## src/logic/sd_dat_settings.svh

```systemverilog
`ifndef SD_DAT_SETTINGS_SVH
`define SD_DAT_SETTINGS_SVH

// ~~~~~~~~~~~~~~~~~~~~~~~~~~~~~~~~~~~~~~~
// Block and frame geometry
// ~~~~~~~~~~~~~~~~~~~~~~~~~~~~~~~~~~~~~~~
`define SD_BLOCK_BYTES 8
`define SD_CRC_BITS 16

// Start bit, data bits, CRC and stop bit
`define SD_FRAME_BITS 82

`endif

```

## src/logic/sd_dat_pkg.sv

```systemverilog
`include "sd_dat_settings.svh"

package sd_dat_pkg;

  typedef logic [7:0] data_byte_t;
  typedef logic [$clog2(`SD_BLOCK_BYTES)-1:0] byte_index_t;
  typedef logic [$clog2(`SD_BLOCK_BYTES+1)-1:0] fill_count_t;
  typedef logic [$clog2(`SD_FRAME_BITS)-1:0] bit_count_t;

  // CCITT CRC over the data bits, seeded with zero
  typedef logic [`SD_CRC_BITS-1:0] crc16_t;

  typedef enum logic [2:0] {
    RESET         = 3'd0,
    IDLE          = 3'd1,
    WRITE_COMMAND = 3'd2,
    READ_COMMAND  = 3'd3,
    CHECK_FIFO    = 3'd4,
    TRANSMIT      = 3'd5,
    ACK           = 3'd6
  } dat_state_t;

endpackage

```

## src/logic/sd_dat_link_if.sv

```systemverilog
`timescale 1ns/1ps

interface sd_dat_link_if ();

  logic strobe;
  logic write_data;
  logic read_data;
  logic transmit;
  logic serial_ready;
  logic complete;

  // Controller side
  modport control (
    output strobe, write_data, read_data, transmit,
    input  serial_ready, complete
  );

  // Phy side
  modport line (
    input  strobe, write_data, read_data, transmit,
    output serial_ready, complete
  );

endinterface

```

## src/logic/dat_block_buffer.sv

```systemverilog
`timescale 1ns/1ps
`include "sd_dat_settings.svh"

module dat_block_buffer import sd_dat_pkg::*; (
  input  logic        clock,
  input  logic        reset,
  input  logic        write_data,
  input  logic        read_data,
  input  logic        wr_valid,
  input  data_byte_t  wr_byte,
  input  logic        rd_pop,
  input  logic        push,
  input  data_byte_t  in_byte,
  input  logic        pop,
  output logic        fifo_okay,
  output data_byte_t  rd_byte,
  output data_byte_t  out_byte,
  output fill_count_t fill_level
);

  localparam fill_count_t FULL = fill_count_t'(`SD_BLOCK_BYTES);

  data_byte_t  mem [`SD_BLOCK_BYTES];
  byte_index_t wr_idx;
  byte_index_t rd_idx;
  fill_count_t count;
  logic        full;
  logic        empty;
  logic        phy_phase;
  logic        do_push;
  logic        do_pop;
  data_byte_t  push_byte;

  assign full  = (count == FULL);
  assign empty = (count == '0);

  // Phy owns the buffer while a transfer is in flight, host otherwise
  assign phy_phase = write_data || read_data;
  assign do_push   = (phy_phase ? push : wr_valid) && !full;
  assign do_pop    = (phy_phase ? pop : rd_pop) && !empty;
  assign push_byte = phy_phase ? in_byte : wr_byte;

  assign fifo_okay  = (write_data && full) || (read_data && empty);
  assign rd_byte    = mem[rd_idx];
  assign out_byte   = mem[rd_idx];
  assign fill_level = count;

  always_ff @(posedge clock)
  begin
    if (do_push)
      mem[wr_idx] <= push_byte;
  end

  always_ff @(posedge clock)
  begin
    if (reset)
    begin
      wr_idx <= '0;
      rd_idx <= '0;
      count  <= '0;
    end
    else
    begin
      if (do_push)
        wr_idx <= wr_idx + 1'b1;
      if (do_pop)
        rd_idx <= rd_idx + 1'b1;
      if (do_push && !do_pop)
        count <= count + 1'b1;
      else if (do_pop && !do_push)
        count <= count - 1'b1;
    end
  end

  // The phy never overruns or underruns the block
  assert property (@(posedge clock) disable iff (reset)
    !(push && full) && !(pop && empty))
    else $error("phy push on full or pop on empty buffer");

endmodule

```

## src/logic/dat_controller.sv

```systemverilog
`timescale 1ns/1ps

module dat_controller import sd_dat_pkg::*; (
  input  logic           clock,
  input  logic           reset,
  input  logic           new_dat,
  input  logic           write_read,
  input  logic           ack_in,
  input  logic           fifo_okay,
  sd_dat_link_if.control link,
  output logic           busy,
  output logic           transfer_complete
);

  dat_state_t state;
  dat_state_t next_state;
  logic       write_mode;
  logic       data_phase;

  // ~~~~~~~~~~~~~~~~~~~~~~~~~~~~~~~~~~~~~~~
  // Next state
  // ~~~~~~~~~~~~~~~~~~~~~~~~~~~~~~~~~~~~~~~
  always_comb
  begin
    next_state = state;
    case (state)
      RESET:
        next_state = IDLE;
      IDLE:
      begin
        if (new_dat)
          next_state = write_read ? WRITE_COMMAND : READ_COMMAND;
      end
      WRITE_COMMAND,
      READ_COMMAND:
      begin
        // Wait for the card to release the line
        if (link.serial_ready)
          next_state = CHECK_FIFO;
      end
      CHECK_FIFO:
      begin
        if (fifo_okay)
          next_state = TRANSMIT;
      end
      TRANSMIT:
      begin
        if (link.complete)
          next_state = ACK;
      end
      ACK:
      begin
        if (ack_in)
          next_state = IDLE;
      end
      default:
        next_state = IDLE;
    endcase
  end

  always_ff @(posedge clock)
  begin
    if (reset)
    begin
      state      <= RESET;
      write_mode <= 1'b0;
    end
    else
    begin
      state <= next_state;
      // Direction is latched with the request
      if (state == IDLE && new_dat)
        write_mode <= write_read;
    end
  end

  // ~~~~~~~~~~~~~~~~~~~~~~~~~~~~~~~~~~~~~~~
  // State decodes
  // ~~~~~~~~~~~~~~~~~~~~~~~~~~~~~~~~~~~~~~~
  assign data_phase        = (state == CHECK_FIFO) || (state == TRANSMIT);
  assign busy              = (state != RESET) && (state != IDLE);
  assign transfer_complete = (state == ACK);

  assign link.strobe     = (state == WRITE_COMMAND) || (state == READ_COMMAND) ||
                           (state == TRANSMIT);
  assign link.transmit   = (state == TRANSMIT);
  assign link.write_data = (state == WRITE_COMMAND) || (write_mode && data_phase);
  assign link.read_data  = (state == READ_COMMAND) || (!write_mode && data_phase);

  // Direction flags are exclusive
  assert property (@(posedge clock) disable iff (reset)
    !(link.write_data && link.read_data))
    else $error("write_data and read_data both high");

  // Buffer must have been ready on the cycle before the transfer opens
  assert property (@(posedge clock) disable iff (reset)
    $rose(link.transmit) |-> $past(fifo_okay))
    else $error("transmit started without fifo_okay");

  // ACK is only reached through a completed transfer
  assert property (@(posedge clock) disable iff (reset)
    transfer_complete |-> $past(link.complete) || $past(transfer_complete))
    else $error("transfer_complete outside ACK");

endmodule

```

## src/logic/dat_serial_phy.sv

```systemverilog
`timescale 1ns/1ps
`include "sd_dat_settings.svh"

module dat_serial_phy import sd_dat_pkg::*; (
  input  logic        clock,
  input  logic        reset,
  input  logic        dat_in,
  input  data_byte_t  out_byte,
  sd_dat_link_if.line link,
  output logic        push,
  output logic        pop,
  output data_byte_t  in_byte,
  output logic        dat_out,
  output logic        crc_error
);

  localparam crc16_t     CRC_POLY  = 16'h1021;
  localparam bit_count_t LAST_DATA = bit_count_t'(8 * `SD_BLOCK_BYTES);
  localparam bit_count_t LAST_LOAD = bit_count_t'(8 * `SD_BLOCK_BYTES - 8);
  localparam bit_count_t LAST_CRC  = bit_count_t'(8 * `SD_BLOCK_BYTES + `SD_CRC_BITS);
  localparam bit_count_t DONE      = bit_count_t'(`SD_FRAME_BITS);

  logic [1:0] dat_hist;
  bit_count_t bit_cnt;
  crc16_t     shift_q;
  crc16_t     crc_q;
  logic       in_data;
  logic       in_crc;
  logic       advance;
  logic       tx_bit;

  function automatic crc16_t crc16_step(crc16_t crc, logic bit_in);
    logic feedback;
    feedback = crc[15] ^ bit_in;
    return {crc[14:0], 1'b0} ^ (feedback ? CRC_POLY : '0);
  endfunction

  // ~~~~~~~~~~~~~~~~~~~~~~~~~~~~~~~~~~~~~~~
  // Frame position
  // ~~~~~~~~~~~~~~~~~~~~~~~~~~~~~~~~~~~~~~~
  assign in_data = (bit_cnt != '0) && (bit_cnt <= LAST_DATA);
  assign in_crc  = (bit_cnt > LAST_DATA) && (bit_cnt <= LAST_CRC);

  // Reads sit at zero until the start bit shows up
  assign advance = link.write_data || (bit_cnt != '0) || !dat_in;

  // Card is free once the line stayed high for two samples
  assign link.serial_ready = link.write_data ? &dat_hist
                                             : (!link.transmit && bit_cnt == '0);

  // Fetch the next byte at every byte boundary of a write
  assign pop  = link.transmit && link.write_data && (bit_cnt <= LAST_LOAD) &&
                (bit_cnt[2:0] == 3'd0);
  assign push = link.transmit && link.read_data && in_data && (bit_cnt[2:0] == 3'd0);
  assign in_byte = {shift_q[6:0], dat_in};

  always_comb
  begin
    if (bit_cnt == '0)
      tx_bit = 1'b0;
    else if (in_data)
      tx_bit = shift_q[15];
    else if (in_crc)
      tx_bit = crc_q[15];
    else
      tx_bit = 1'b1;
  end

  always_ff @(posedge clock)
  begin
    if (pop)
      shift_q <= {out_byte, 8'h00};
    else if (in_data || in_crc)
      shift_q <= {shift_q[14:0], link.write_data ? 1'b0 : dat_in};
  end

  // ~~~~~~~~~~~~~~~~~~~~~~~~~~~~~~~~~~~~~~~
  // Line control and CRC
  // ~~~~~~~~~~~~~~~~~~~~~~~~~~~~~~~~~~~~~~~
  always_ff @(posedge clock)
  begin
    if (reset)
    begin
      dat_hist      <= '0;
      bit_cnt       <= '0;
      crc_q         <= '0;
      dat_out       <= 1'b1;
      link.complete <= 1'b0;
      crc_error     <= 1'b0;
    end
    else
    begin
      dat_hist      <= {dat_hist[0], dat_in};
      link.complete <= link.transmit && (bit_cnt == DONE);
      if (!link.transmit)
      begin
        bit_cnt <= '0;
        crc_q   <= '0;
        dat_out <= 1'b1;
      end
      else
      begin
        if (advance && bit_cnt <= DONE)
          bit_cnt <= bit_cnt + 1'b1;
        dat_out <= link.write_data ? tx_bit : 1'b1;
        if (in_data)
          crc_q <= crc16_step(crc_q, link.write_data ? shift_q[15] : dat_in);
        else if (in_crc && link.write_data)
          crc_q <= {crc_q[14:0], 1'b0};
      end
      // shift_q holds the received CRC by now
      if (link.strobe && !link.transmit)
        crc_error <= 1'b0;
      else if (link.transmit && bit_cnt == DONE)
        crc_error <= link.read_data && (shift_q != crc_q);
    end
  end

  assert property (@(posedge clock) disable iff (reset)
    link.complete |-> link.transmit)
    else $error("complete pulsed outside TRANSMIT");

endmodule

```

## src/logic/sd_dat_host.sv

```systemverilog
`timescale 1ns/1ps

module sd_dat_host import sd_dat_pkg::*; (
  input  logic        clock,
  input  logic        reset,
  // Host side
  input  logic        new_dat,
  input  logic        write_read,
  input  logic        ack_in,
  input  logic        wr_valid,
  input  data_byte_t  wr_byte,
  input  logic        rd_pop,
  output logic        busy,
  output logic        transfer_complete,
  output logic        crc_error,
  output data_byte_t  rd_byte,
  output fill_count_t fill_level,
  // DAT line
  input  logic        dat_in,
  output logic        dat_out
);

  logic       fifo_okay;
  logic       push;
  logic       pop;
  data_byte_t in_byte;
  data_byte_t out_byte;

  sd_dat_link_if link ();

  dat_controller u_dat_controller (
    .clock             (clock),
    .reset             (reset),
    .new_dat           (new_dat),
    .write_read        (write_read),
    .ack_in            (ack_in),
    .fifo_okay         (fifo_okay),
    .link              (link.control),
    .busy              (busy),
    .transfer_complete (transfer_complete)
  );

  dat_block_buffer u_dat_block_buffer (
    .clock      (clock),
    .reset      (reset),
    .write_data (link.write_data),
    .read_data  (link.read_data),
    .wr_valid   (wr_valid),
    .wr_byte    (wr_byte),
    .rd_pop     (rd_pop),
    .push       (push),
    .in_byte    (in_byte),
    .pop        (pop),
    .fifo_okay  (fifo_okay),
    .rd_byte    (rd_byte),
    .out_byte   (out_byte),
    .fill_level (fill_level)
  );

  dat_serial_phy u_dat_serial_phy (
    .clock     (clock),
    .reset     (reset),
    .dat_in    (dat_in),
    .out_byte  (out_byte),
    .link      (link.line),
    .push      (push),
    .pop       (pop),
    .in_byte   (in_byte),
    .dat_out   (dat_out),
    .crc_error (crc_error)
  );

endmodule

```

## config.mk

```make
export PLATFORM = sky130hd
export DESIGN_NAME = sd_dat_host
export DESIGN_NICKNAME = d
export VERILOG_FILES = /design/src/logic/sd_dat_pkg.sv /design/src/logic/sd_dat_link_if.sv /design/src/logic/dat_block_buffer.sv /design/src/logic/dat_controller.sv /design/src/logic/dat_serial_phy.sv /design/src/logic/sd_dat_host.sv
export VERILOG_INCLUDE_DIRS = /design/src /design/src/logic
export SDC_FILE = /design/constraint.sdc
export NUM_CORES = 1
export LEC_CHECK = 0
export BUFFER_PORTS_ARGS = -buffer_cell sky130_fd_sc_hd__buf_4
export CORE_MARGIN = 10
export CORE_UTILIZATION = 32
export DETAILED_ROUTE_END_ITERATION = 16
export GPL_ROUTABILITY_DRIVEN = 0
export PLACE_DENSITY = 0.46
export RECOVER_POWER = 25
export SLEW_MARGIN = 15
export SYNTH_ARGS = -nofsm -noshare
export SYNTH_HDL_FRONTEND = slang
export SYNTH_SLANG_ARGS = --single-unit
```

## constraint.sdc

```tcl
create_clock -name clock -period 4.6 [get_ports clock]
set_input_delay 0.46 -clock clock [delete_from_list [all_inputs] [get_ports clock]]
set_output_delay 0.46 -clock clock [all_outputs]
set_load 0.03 [all_outputs]
```

# Word-level counts from Yosys, hierarchy flattened
# Memory sizes are Yosys's and may differ from the RTL's. A register that Yosys moved wholly into a read port is not among the register bits.
# Cells that the tools add are included.
# op_classes
mux	27
n_lt_le_gt_ge	5
bitwise	4
addsub	5
n_eq_ne	15
n_reduce_logical	55
# op_table
cell	n
two-way mux 16 bit	4
logical AND 1 bit	24
<= comparator 7 bit, second input constant	3
two-way mux 3 bit	7
!= test 16 bit	1
XOR 16 bit	1
case mux 3 bit (5 select lines)	1
two-way mux 13 bit	1
two-way mux 1 bit	11
logical OR 1 bit	10
!= test 2 bit, second input constant	5
== test 3 bit, second input constant	3
two-way mux 4 bit	2
two-way mux 8 bit	1
adder 7 x 1 -> 7 bit, second input constant	1
== test 7 bit, second input constant	1
> comparator 7 bit, second input constant	1
<= comparator 7 x 6 -> 1 bit, second input constant	1
logical NOT 1 bit	7
logical NOT 7 bit	1
nonzero test 7 bit	1
adder 3 x 1 -> 3 bit, second input constant	2
== test 3 x 2 -> 1 bit, second input constant	2
nonzero test 2 bit	3
14 further kinds	17
# word_totals
output_inout_bits	16
in_bits	16
n_memories	1
wordCells	125
regBits	58
ram_bits	64
# mem_list
memory	depth	width	rd	rd_ports_with_merged_regs	write_ports	line	text
u_dat_block_buffer.mem	8	8	1	1	1	dat_block_buffer.sv:23	data_byte_t mem [`SD_BLOCK_BYTES];

# Longest topological paths before layout
# Gate-level depths: netlist (run 1).
# depth
word_depth	13
depth_mapped	15
depth_no_buf	14

# Cells and area by module
# From an unflattened synthesis (run 1), not the netlist that was laid out.
# hier_totals
cells_unflattened	466
hier_area_um2	5716.7
# by_module_without_submodules
mod	cells_each	area_per_inst_um2	instances	seq_area_each_um2
dat_block_buffer	186	3260.6	1	2182.1
dat_serial_phy	243	2162.1	1	960.9
dat_controller	37	294.0	1	80.1

# Worst setup path before layout (run 1)
# OpenSTA, ideal clock, no wires.
# synth_path
kind	reg-to-reg
from	register u_dat_serial_phy.bit_cnt[0]
to	register u_dat_block_buffer.count[3], in the netlist u_dat_block_buffer.fill_level[3]
stages_incl_launch_ff	16
path_slack_ps	1343
required_time_ps	4530
t_arrival_ps	3186
setup_ps	70
synth_period_minus_slack_ps	3257
path_buffers	1
cell_sequence	dfxtp_1 inv_1 ha_1 or3b_1 buf_2 or4_4 a32oi_1 a21oi_2 ha_1 inv_1 ha_1 a21o_1 a21oi_1 xnor2_1 or3_1 a21oi_1
# synth_via
elab_chain_cells	9
elab_cells_between_ends	19
classes_between	order compare: 2; mux: 3; reduce/logical: 14
# synth_rtl
element	line	text
from (decl)	dat_serial_phy.sv:24	bit_count_t bit_cnt;
from (signal assigned)	dat_serial_phy.sv:104	bit_cnt <= bit_cnt + 1'b1;
<= comparator 7 bit or nonzero test 7 bit (tied branches)	dat_serial_phy.sv:41	assign in_data = (bit_cnt != '0) && (bit_cnt <= LAST_DATA);
logical AND 1 bit	dat_serial_phy.sv:41	
logical AND 1 bit	dat_serial_phy.sv:54	assign push = link.transmit && link.read_data && in_data && (bit_cnt[2:0] == 3'd0);
logical AND 1 bit *	dat_serial_phy.sv:54	
two-way mux 1 bit *	dat_block_buffer.sv:39	assign do_push = (phy_phase ? push : wr_valid) && !full;
logical AND 1 bit *	dat_block_buffer.sv:39	
net u_dat_block_buffer.do_push	dat_block_buffer.sv:30	logic do_push;
logical NOT 1 bit	dat_block_buffer.sv:70	else if (do_pop && !do_push)
logical AND 1 bit	dat_block_buffer.sv:70	
nonzero test 2 bit (no source line)	-	
to (signal assigned)	dat_block_buffer.sv:69	count <= count + 1'b1;
to (signal assigned)	dat_block_buffer.sv:71	count <= count - 1'b1;
to (decl)	dat_block_buffer.sv:26	fill_count_t count;
# The timed path passes the listed nets; every way through them passes the cells marked *.
# A chain may end at the register's enable or synchronous reset.

# Final worst setup path (run 1)
# layout_path
from	register u_dat_controller.state[2]
to	register u_dat_block_buffer.count[3], in the netlist u_dat_block_buffer.fill_level[3]
# layout_via
elab_chain_cells	12
elab_cells_between_ends	26
classes_between	eq/ne: 4; mux: 3; reduce/logical: 19
# layout_rtl
element	line	text
from (decl)	dat_controller.sv:15	dat_state_t state;
from (signal assigned)	dat_controller.sv:70	state <= next_state;
== test 3 bit, on equally long branches	dat_controller.sv:80, dat_controller.sv:86	
logical OR 1 bit	dat_controller.sv:80	assign data_phase = (state == CHECK_FIFO) || (state == TRANSMIT);
logical AND 1 bit, on equally long branches	dat_controller.sv:87, dat_controller.sv:88	
logical OR 1 bit, on equally long branches	dat_controller.sv:87, dat_controller.sv:88	
logical AND 1 bit, on equally long branches (3 in series)	dat_serial_phy.sv:52, dat_serial_phy.sv:54	
two-way mux 1 bit, on equally long branches	dat_block_buffer.sv:40, dat_block_buffer.sv:39	
logical AND 1 bit, on equally long branches	dat_block_buffer.sv:40, dat_block_buffer.sv:39	
logical NOT 1 bit, on equally long branches	dat_block_buffer.sv:68, dat_block_buffer.sv:70	
logical AND 1 bit, on equally long branches	dat_block_buffer.sv:68, dat_block_buffer.sv:70	
two-way mux 4 bit or nonzero test 2 bit (tied branches)	-	
# Several ways; a longest one is shown, not always the timed one.

==> impl_metrics.py, run 1 <==
metrics = {
    "clock_network": {
        "tritoncts": "built",
        "clockBufferDepth": 2,
        "clk_pin_slew_ns": 0.06,
        "root_buffer": "clkbuf_16",
        "cts.repair.resized": 0,
        "clock_latency_ns": 0.41,
        "cts.sinks": 125,
        "cts_setup_buffers": 0,
        "h-tree-depth": 4,
        "cts_hold_buf": 0,
        "numCtsBuffers": 17,
    },
    "floorplan": {
        "die_w_um": 153,
        "die_h_um": 153,
        "initial_core_util_pct": 32.6,
        "dieArea_um2": 23300,
        "ios": 32,
        "fp-row-count": 48,
        "core_um2": 17200,
    },
    "setup_path": {
        "max_stage_delay_ns": 0.52,
        "regToRegStartpoint": "u_dat_controller.state[2]",
        "crit_family": "compound AO/OA/AOI/OAI gates",
        "critPathMaxFanout": 16,
        "crit_top_cell": "ha_1",
        "r2r_slack_ns": 0.89,
        "r2r_end": "u_dat_block_buffer.fill_level[3]",
        "cpMaxStageDelayCell": "dfxtp_1",
        "arrival_ns": 4.05,
        "path_cells": "ha_1 -> nand2_1 -> a2111oi_4 -> buf_4 -> a2bb2oi_1 -> inv_1 -> ha_1 -> inv_1 -> ha_1 -> a21o_1 -> a21oi_1 -> xnor2_1 -> or3_1 -> a21oi_1",
        "cp-start-kind": "flip-flop",
        "path_class": "flip-flop to flip-flop",
        "cp-end-kind": "flip-flop",
        "worst-path-buf-inv": 3,
        "rr_worst_depth": 14,
        "required_ns": 4.94,
    },
    "pwr": {
        "leakage_uw": 0.00230,
        "power_uw": 4100,
        "cellPowerDensity_nw_per_um2": 617,
        "ir_drop_uv": 347,
    },
    "yosys": {
        "synthesis.nets": 483,
        "synthCells": 456,
        "yosysTopAreaCell": "edfxtp_1",
        "yosysSeqAreaShare_pct": 57.4,
        "synth.avg_cell_area_um2": 12.3,
        "async_reset_ff_share_pct": 0,
        "synth.area.top_cells": "edfxtp_1, dfxtp_1, mux4_2, nand2_1, mux2_2",
        "synth_cell_type_count": 53,
        "synth_top_cell_area_share_pct": 38.5,
        "synth_area_um2": 5620,
        "ys_ff_latch": 125,
        "yosys_warnings": 0,
        "synth_edf_count": 72,
        "synth_ff_type": "edfxtp_1",
    },
    "worst_hold_path": {
        "hold_path.class": "primary input to flip-flop",
        "hp-start": "write_read",
        "hold_path_end": "u_dat_controller.write_mode",
        "holdPathStages": 3,
    },
    "route": {
        "wl_mm": 12.3,
        "detail_route.wl_per_cell_um": 16.9,
        "detail-route-antenna-nets": 0,
        "via_per_inst": 4.76,
        "drc": 0,
        "first_pass_iters": 4,
        "drt-initial-drc-count": 159,
        "num_vias": 3468,
    },
    "sta": {
        "setup_viol": 0,
        "final.setup_skew_ns": 0.0115,
        "period_minus_slack_ns": 3.71,
        "min_period_over_period_pct": 80.6,
        "fmax_mhz": 270,
        "max_slew_margin_pct": -17.0,
        "whs_ns": 0.296,
        "worstMarginPinSlew_ns": 1.76,
        "finalMaxSlewViolations": 26,
        "finalHoldViolCount": 0,
        "rsz0062_at_grt": "false",
        "worst_slack_ns": 0.891,
        "tns_ns": 0,
    },
    "outcome": {
        "run_status": "finished with violations",
        "violations": "capacitance limit, slew limit",
    },
    "layout": {
        "stdcell_area_um2": 6640,
        "n_antenna_cell": 0,
        "layout_common_cells": "edfxtp_1, nand2_1, dfxtp_1",
        "n_fill_cell": 1620,
        "final_nets": 518,
        "syn_to_final_growth_pct": 18.2,
        "final_common_cell": "edfxtp_1",
        "drive_gt1_share_pct": 21.6,
    },
    "placed_design": {
        "dp_hpwl_mm": 8.60,
        "place_area_um2": 6090,
        "io_buffers": 31,
        "dp_slack_ns": 0.943,
    },
    "grt": {
        "grt_pass1_vias": 3538,
        "grtUsageTotal_pct": 10.8,
        "antenna_found_initial": 0,
        "grt_pass1_wl_mm": 19.6,
        "gr-total-overflow": 0,
        "grt_util_met2_pct": 18.4,
        "grtUsageMet3_pct": 2.85,
        "grtUsageMet1_pct": 12.7,
        "grt_max_degree": 26,
        "busiest_layer": "met2",
    },
    "run": {
        "maxCapViolCount": 1,
    },
}
-- through the flow --
step           utilization (%)  std cells
6_report                  38.5        729
5_1_grt                   38.5        729
4_1_cts                   38.7        729
3_5_place_dp              35.3        697
3_3_place_gp              35.3        697
2_1_floorplan                -        456
-- state kept, by name (all words and copies together), names as in the netlist, named ones only --
signal                          cells
u_dat_serial_phy.dat_hist           2
u_dat_serial_phy.link.complete      1
u_dat_serial_phy.shift_q           16
u_dat_serial_phy.crc_q             16
u_dat_controller.write_mode         1
u_dat_block_buffer.rd_idx           3
u_dat_serial_phy.dat_out            1
u_dat_serial_phy.crc_error          1
u_dat_serial_phy.bit_cnt            7
u_dat_block_buffer.wr_idx           3
u_dat_block_buffer.mem             64
u_dat_block_buffer.fill_level       4
u_dat_controller.state              3
-- routing by layer --
layer | vias up | wire length, um
met1 | 1700 | 5520
met5 | - | 0
met3 | 11 | 289
met4 | 0 | 177
met2 | 32 | 6360
li1 | 1725 | -
-- cell usage after synthesis (2+ instances only) --
master     n
edfxtp_1  72
nand2_1   54
dfxtp_1   53
nor2_1    35
xnor2_1   20
a21oi_1   19
mux2_2    16
mux4_2    16
clkbuf_1  14
mux2i_1   13
o21ai_0   13
inv_1     11
a21oi_2   10
ha_1      10
nand4_1    9
xor2_1     9
buf_2      6
nand2b_1   6
nor3b_1    6
nand3_1    5
nor2b_1    5
nor3_1     5
a211oi_1   4
a211o_1    3
buf_1      3
buf_6      3
nor4_1     3
or3_1      3
a31oi_1    2
and3_1     2
nand3b_1   2
or2_2      2
or4_1      2
-- report_power, final --
group          total, uW  internal (uW)  switching (uW)
Sequential          1520           1410             117
Clock               1310            804             509
Combinational       1270            531             735
Total               4100           2740            1360
-- layout make-up --
cell class / instances / area, um^2 / area share, %
sequential: 125 / 3220 / 48.5
tap: 225 / 282 / 4.24
timing repair buffer: 42 / 285 / 4.29
inverter: 11 / 41.3 / 0.621
clock inverter: 15 / 160 / 2.41
multi-input combinational: 294 / 2230 / 33.5
clock buffer: 17 / 425 / 6.40
-- kinds of logic (layout without fill, tap and decap cells) --
kind of cell	count (synthesis)	after routing	synth area share [%]
DFF	125	125	57.4
buffers and inverters	37	85	3.01
and+or+nand+nor	145	145	12.6
adders and majority gates	11	11	2.58
AOI/OAI and AO/OA	64	64	7.99
xor gates and xnor gates	29	29	4.52
muxes	45	45	11.9
-- worst reg2reg max path: cells and delay by family (launching register included) --
| kind | cells | cell delay, ns |
|---|---|---|
| AOI/OAI and AO/OA | 5 | 1.29 |
| and+or+nand+nor | 2 | 0.48 |
| DFF | 1 | 0.52 |
| xor gates and xnor gates | 1 | 0.10 |
| buffers and inverters | 3 | 0.47 |
| adders and majority gates | 3 | 0.80 |
-- how the worst max path moves through the flow --
stage                                      from                          endpoint  slack [ns]  cells past startpoint
finish                u_dat_controller.state[2]  u_dat_block_buffer.fill_level[3]        0.89                     14
global route          u_dat_controller.state[2]  u_dat_block_buffer.fill_level[3]        0.57                     14
CTS                   u_dat_controller.state[2]  u_dat_block_buffer.fill_level[3]        0.93                     14
detailed placement    u_dat_controller.state[2]  u_dat_block_buffer.fill_level[3]        0.94                     14
global placement      u_dat_controller.state[2]  u_dat_block_buffer.fill_level[3]        1.06                     14
floorplan           u_dat_serial_phy.bit_cnt[0]  u_dat_block_buffer.fill_level[3]        1.34                     15
Note: power is estimated with default switching activity, not from simulation.
==> run 2: changes to the inputs <==
Settings changed: PLACE_DENSITY 0.46 to 0.48.
Clock period 4.6 ns to 3.01 ns, I/O delays scaled along.
==> run 2 against run 1 <==
Against the previous run:
- the run ends with capacitance limit, slew limit, setup timing left
- wire length increased by 2.7%
- die area is the same
- first-iteration DRC count rose by 42%
- clock skew hardly changed
- worst hold slack got worse by 0.15 ns
- register-to-register slack worse by 0.90 ns
- setup slack lost 0.90 ns
==> impl_metrics.py, run 2 (synthesis results as in run 1) <==
metrics = {
    "route": {
        "top_layer": "met4",
        "met3_length_um": 381,
        "wl_met1_mm": 5.53,
        "route.met2.wl_mm": 6.53,
        "drt-initial-drc-count": 226,
        "wl_mm": 12.7,
        "via_per_inst": 4.81,
        "detail_route.wl_per_cell_um": 16.9,
        "drc": 0,
        "first_pass_iters": 5,
        "detail-route-antenna-nets": 0,
        "num_vias": 3616,
    },
    "sta": {
        "finalMaxSlewViolations": 26,
        "worstMarginPinSlew_ns": 1.73,
        "worst_slack_ns": -0.00599,
        "max_slew_margin_pct": -15.5,
        "min_period_over_period_pct": 100,
        "whs_ns": 0.145,
        "final.setup_skew_ns": 0.0111,
        "period_minus_slack_ns": 3.02,
        "rsz0062_at_grt": "true",
        "setup_viol": 1,
        "finalHoldViolCount": 0,
        "fmax_mhz": 332,
    },
    "layout": {
        "final_nets": 540,
        "stdcell_area_um2": 6860,
        "syn_to_final_growth_pct": 22.0,
        "largest_reg_flops": 64,
        "drive_gt1_share_pct": 27.2,
        "top_regs": "u_dat_block_buffer.mem x64, u_dat_serial_phy.crc_q x16, u_dat_serial_phy.shift_q x16",
        "regMostFlops": "u_dat_block_buffer.mem",
        "n_antenna_cell": 0,
        "final_common_cell": "edfxtp_1",
        "layout_common_cells": "edfxtp_1, nand2_1, buf_4",
    },
    "floorplan": {
        "fp-row-count": 48,
        "core_um2": 17200,
        "ios": 32,
        "dieArea_um2": 23300,
        "die_w_um": 153,
        "initial_core_util_pct": 32.6,
        "die_h_um": 153,
    },
    "pwr": {
        "ir_drop_uv": 482,
        "leakage_uw": 0.00241,
        "power_uw": 6440,
        "cellPowerDensity_nw_per_um2": 940,
    },
    "grt": {
        "grt_max_degree": 26,
        "gr-total-overflow": 0,
        "grtUsageTotal_pct": 11.2,
        "grt_pass1_vias": 3715,
        "antenna_found_initial": 0,
        "grt_pass1_wl_mm": 20.6,
    },
    "setup_path": {
        "cp-start-kind": "flip-flop",
        "regToRegStartpoint": "u_dat_serial_phy.bit_cnt[0]",
        "required_ns": 3.37,
        "cp-startpoint": "u_dat_serial_phy.bit_cnt[0]",
        "r2r_slack_ns": -0.006,
        "cp-end-kind": "flip-flop",
        "crit_end": "u_dat_block_buffer.fill_level[3]",
        "path_class": "flip-flop to flip-flop",
        "rr_worst_depth": 14,
        "r2r_end": "u_dat_block_buffer.fill_level[3]",
        "critPathMaxFanout": 3,
        "arrival_ns": 3.37,
    },
    "clock_network": {
        "tritoncts": "built",
        "h-tree-depth": 4,
        "cts_setup_buffers": 0,
        "clk_pin_slew_ns": 0.06,
        "numCtsBuffers": 17,
        "clockBufferDepth": 2,
        "clock_latency_ns": 0.42,
        "root_buffer": "clkbuf_16",
        "cts_hold_buf": 0,
        "cts.sinks": 125,
    },
    "worst_hold_path": {
        "hold_path.class": "primary input to flip-flop",
    },
    "run": {
        "maxCapViolCount": 1,
    },
    "outcome": {
        "violations": "capacitance limit, slew limit, setup timing",
        "run_status": "finished with violations",
    },
    "placed_design": {
        "place_area_um2": 6260,
        "dp_hpwl_mm": 8.71,
        "io_buffers": 31,
    },
}
==> run 2: changes by cell type in the layout (fill, tap and decap cells not counted), sizes merged <==
| cell | before | now |
|---|---|---|
| buf | 34 | 53 |
| bufinv | 2 | 1 |
| inv | 17 | 23 |
| clkinvlp | 3 | 0 |
| clkbuf | 25 | 28 |
| clkinv | 4 | 2 |
==> run 2: power by group <==
part	internal [uW]	switching (uW)
clock	1180	856
sequential	2150	136
combinational	899	1220
==> run 2: how the worst min path moves through the flow <==
stage	from	end	slack, ns	depth (start not counted)
3_5_place_dp	u_dat_serial_phy.dat_hist[0]	u_dat_serial_phy.dat_hist[1]	0.47	1
2_1_floorplan	dat_in	u_dat_serial_phy.dat_hist[0]	0.43	1
6_report	write_read	u_dat_controller.write_mode	0.15	3
3_3_place_gp	u_dat_serial_phy.dat_hist[0]	u_dat_serial_phy.dat_hist[1]	0.45	1
4_1_cts	write_read	u_dat_controller.write_mode	0.12	3
5_1_grt	dat_in	u_dat_serial_phy.dat_hist[0]	0.14	2
==> run 2: timing repair <==
action / CTS / global route
pin swaps: 2 / 0
hold endpoints to repair: 0 / 0
setup endpoints to repair: 1 / 18
gates resized for setup: 4 / 3
==> run 2: critical path: stages, from the launching register on <==
cell	delay [ns]
dfxtp_2	0.32
inv_2	0.07
ha_4	0.14
or3b_4	0.39
or4_4	0.44
a32oi_2	0.26
a21oi_2	0.06
ha_2	0.21
inv_2	0.08
ha_4	0.20
a21o_1	0.16
a21oi_2	0.13
xnor2_1	0.08
or3_1	0.30
a21oi_1	0.11
==> run 2: per-layer routing <==
layer | GRT usage (%) | vias up
met1 | 12.9 | 1767
li1 | - | 1775
met2 | 19.1 | 57
met5 | 0 | -
met4 | 4.95 | 0
met3 | 2.79 | 17
==> run 2: final cells by class <==
class | count | area (um^2)
multi-input combinational | 294 | 2280
fill | 1612 | 10400
inverter | 11 | 41.3
tap | 225 | 282
sequential | 125 | 3230
clock inverter | 15 | 164
timing repair buffer | 64 | 439
clock buffer | 17 | 425
==> run 2: per-stage QoR <==
stage	util [%]	setup TNS, ns	cells	setup slack [ns]
6_report	39.8	-0.00599	751	-0.00599
5_1_grt	39.8	-0.226	751	-0.144
2_1_floorplan	-	-0.103	456	-0.103
3_5_place_dp	36.3	-0.0846	719	-0.0846
4_1_cts	40.0	0	751	0.00633
3_3_place_gp	36.3	-0.0546	719	-0.0546
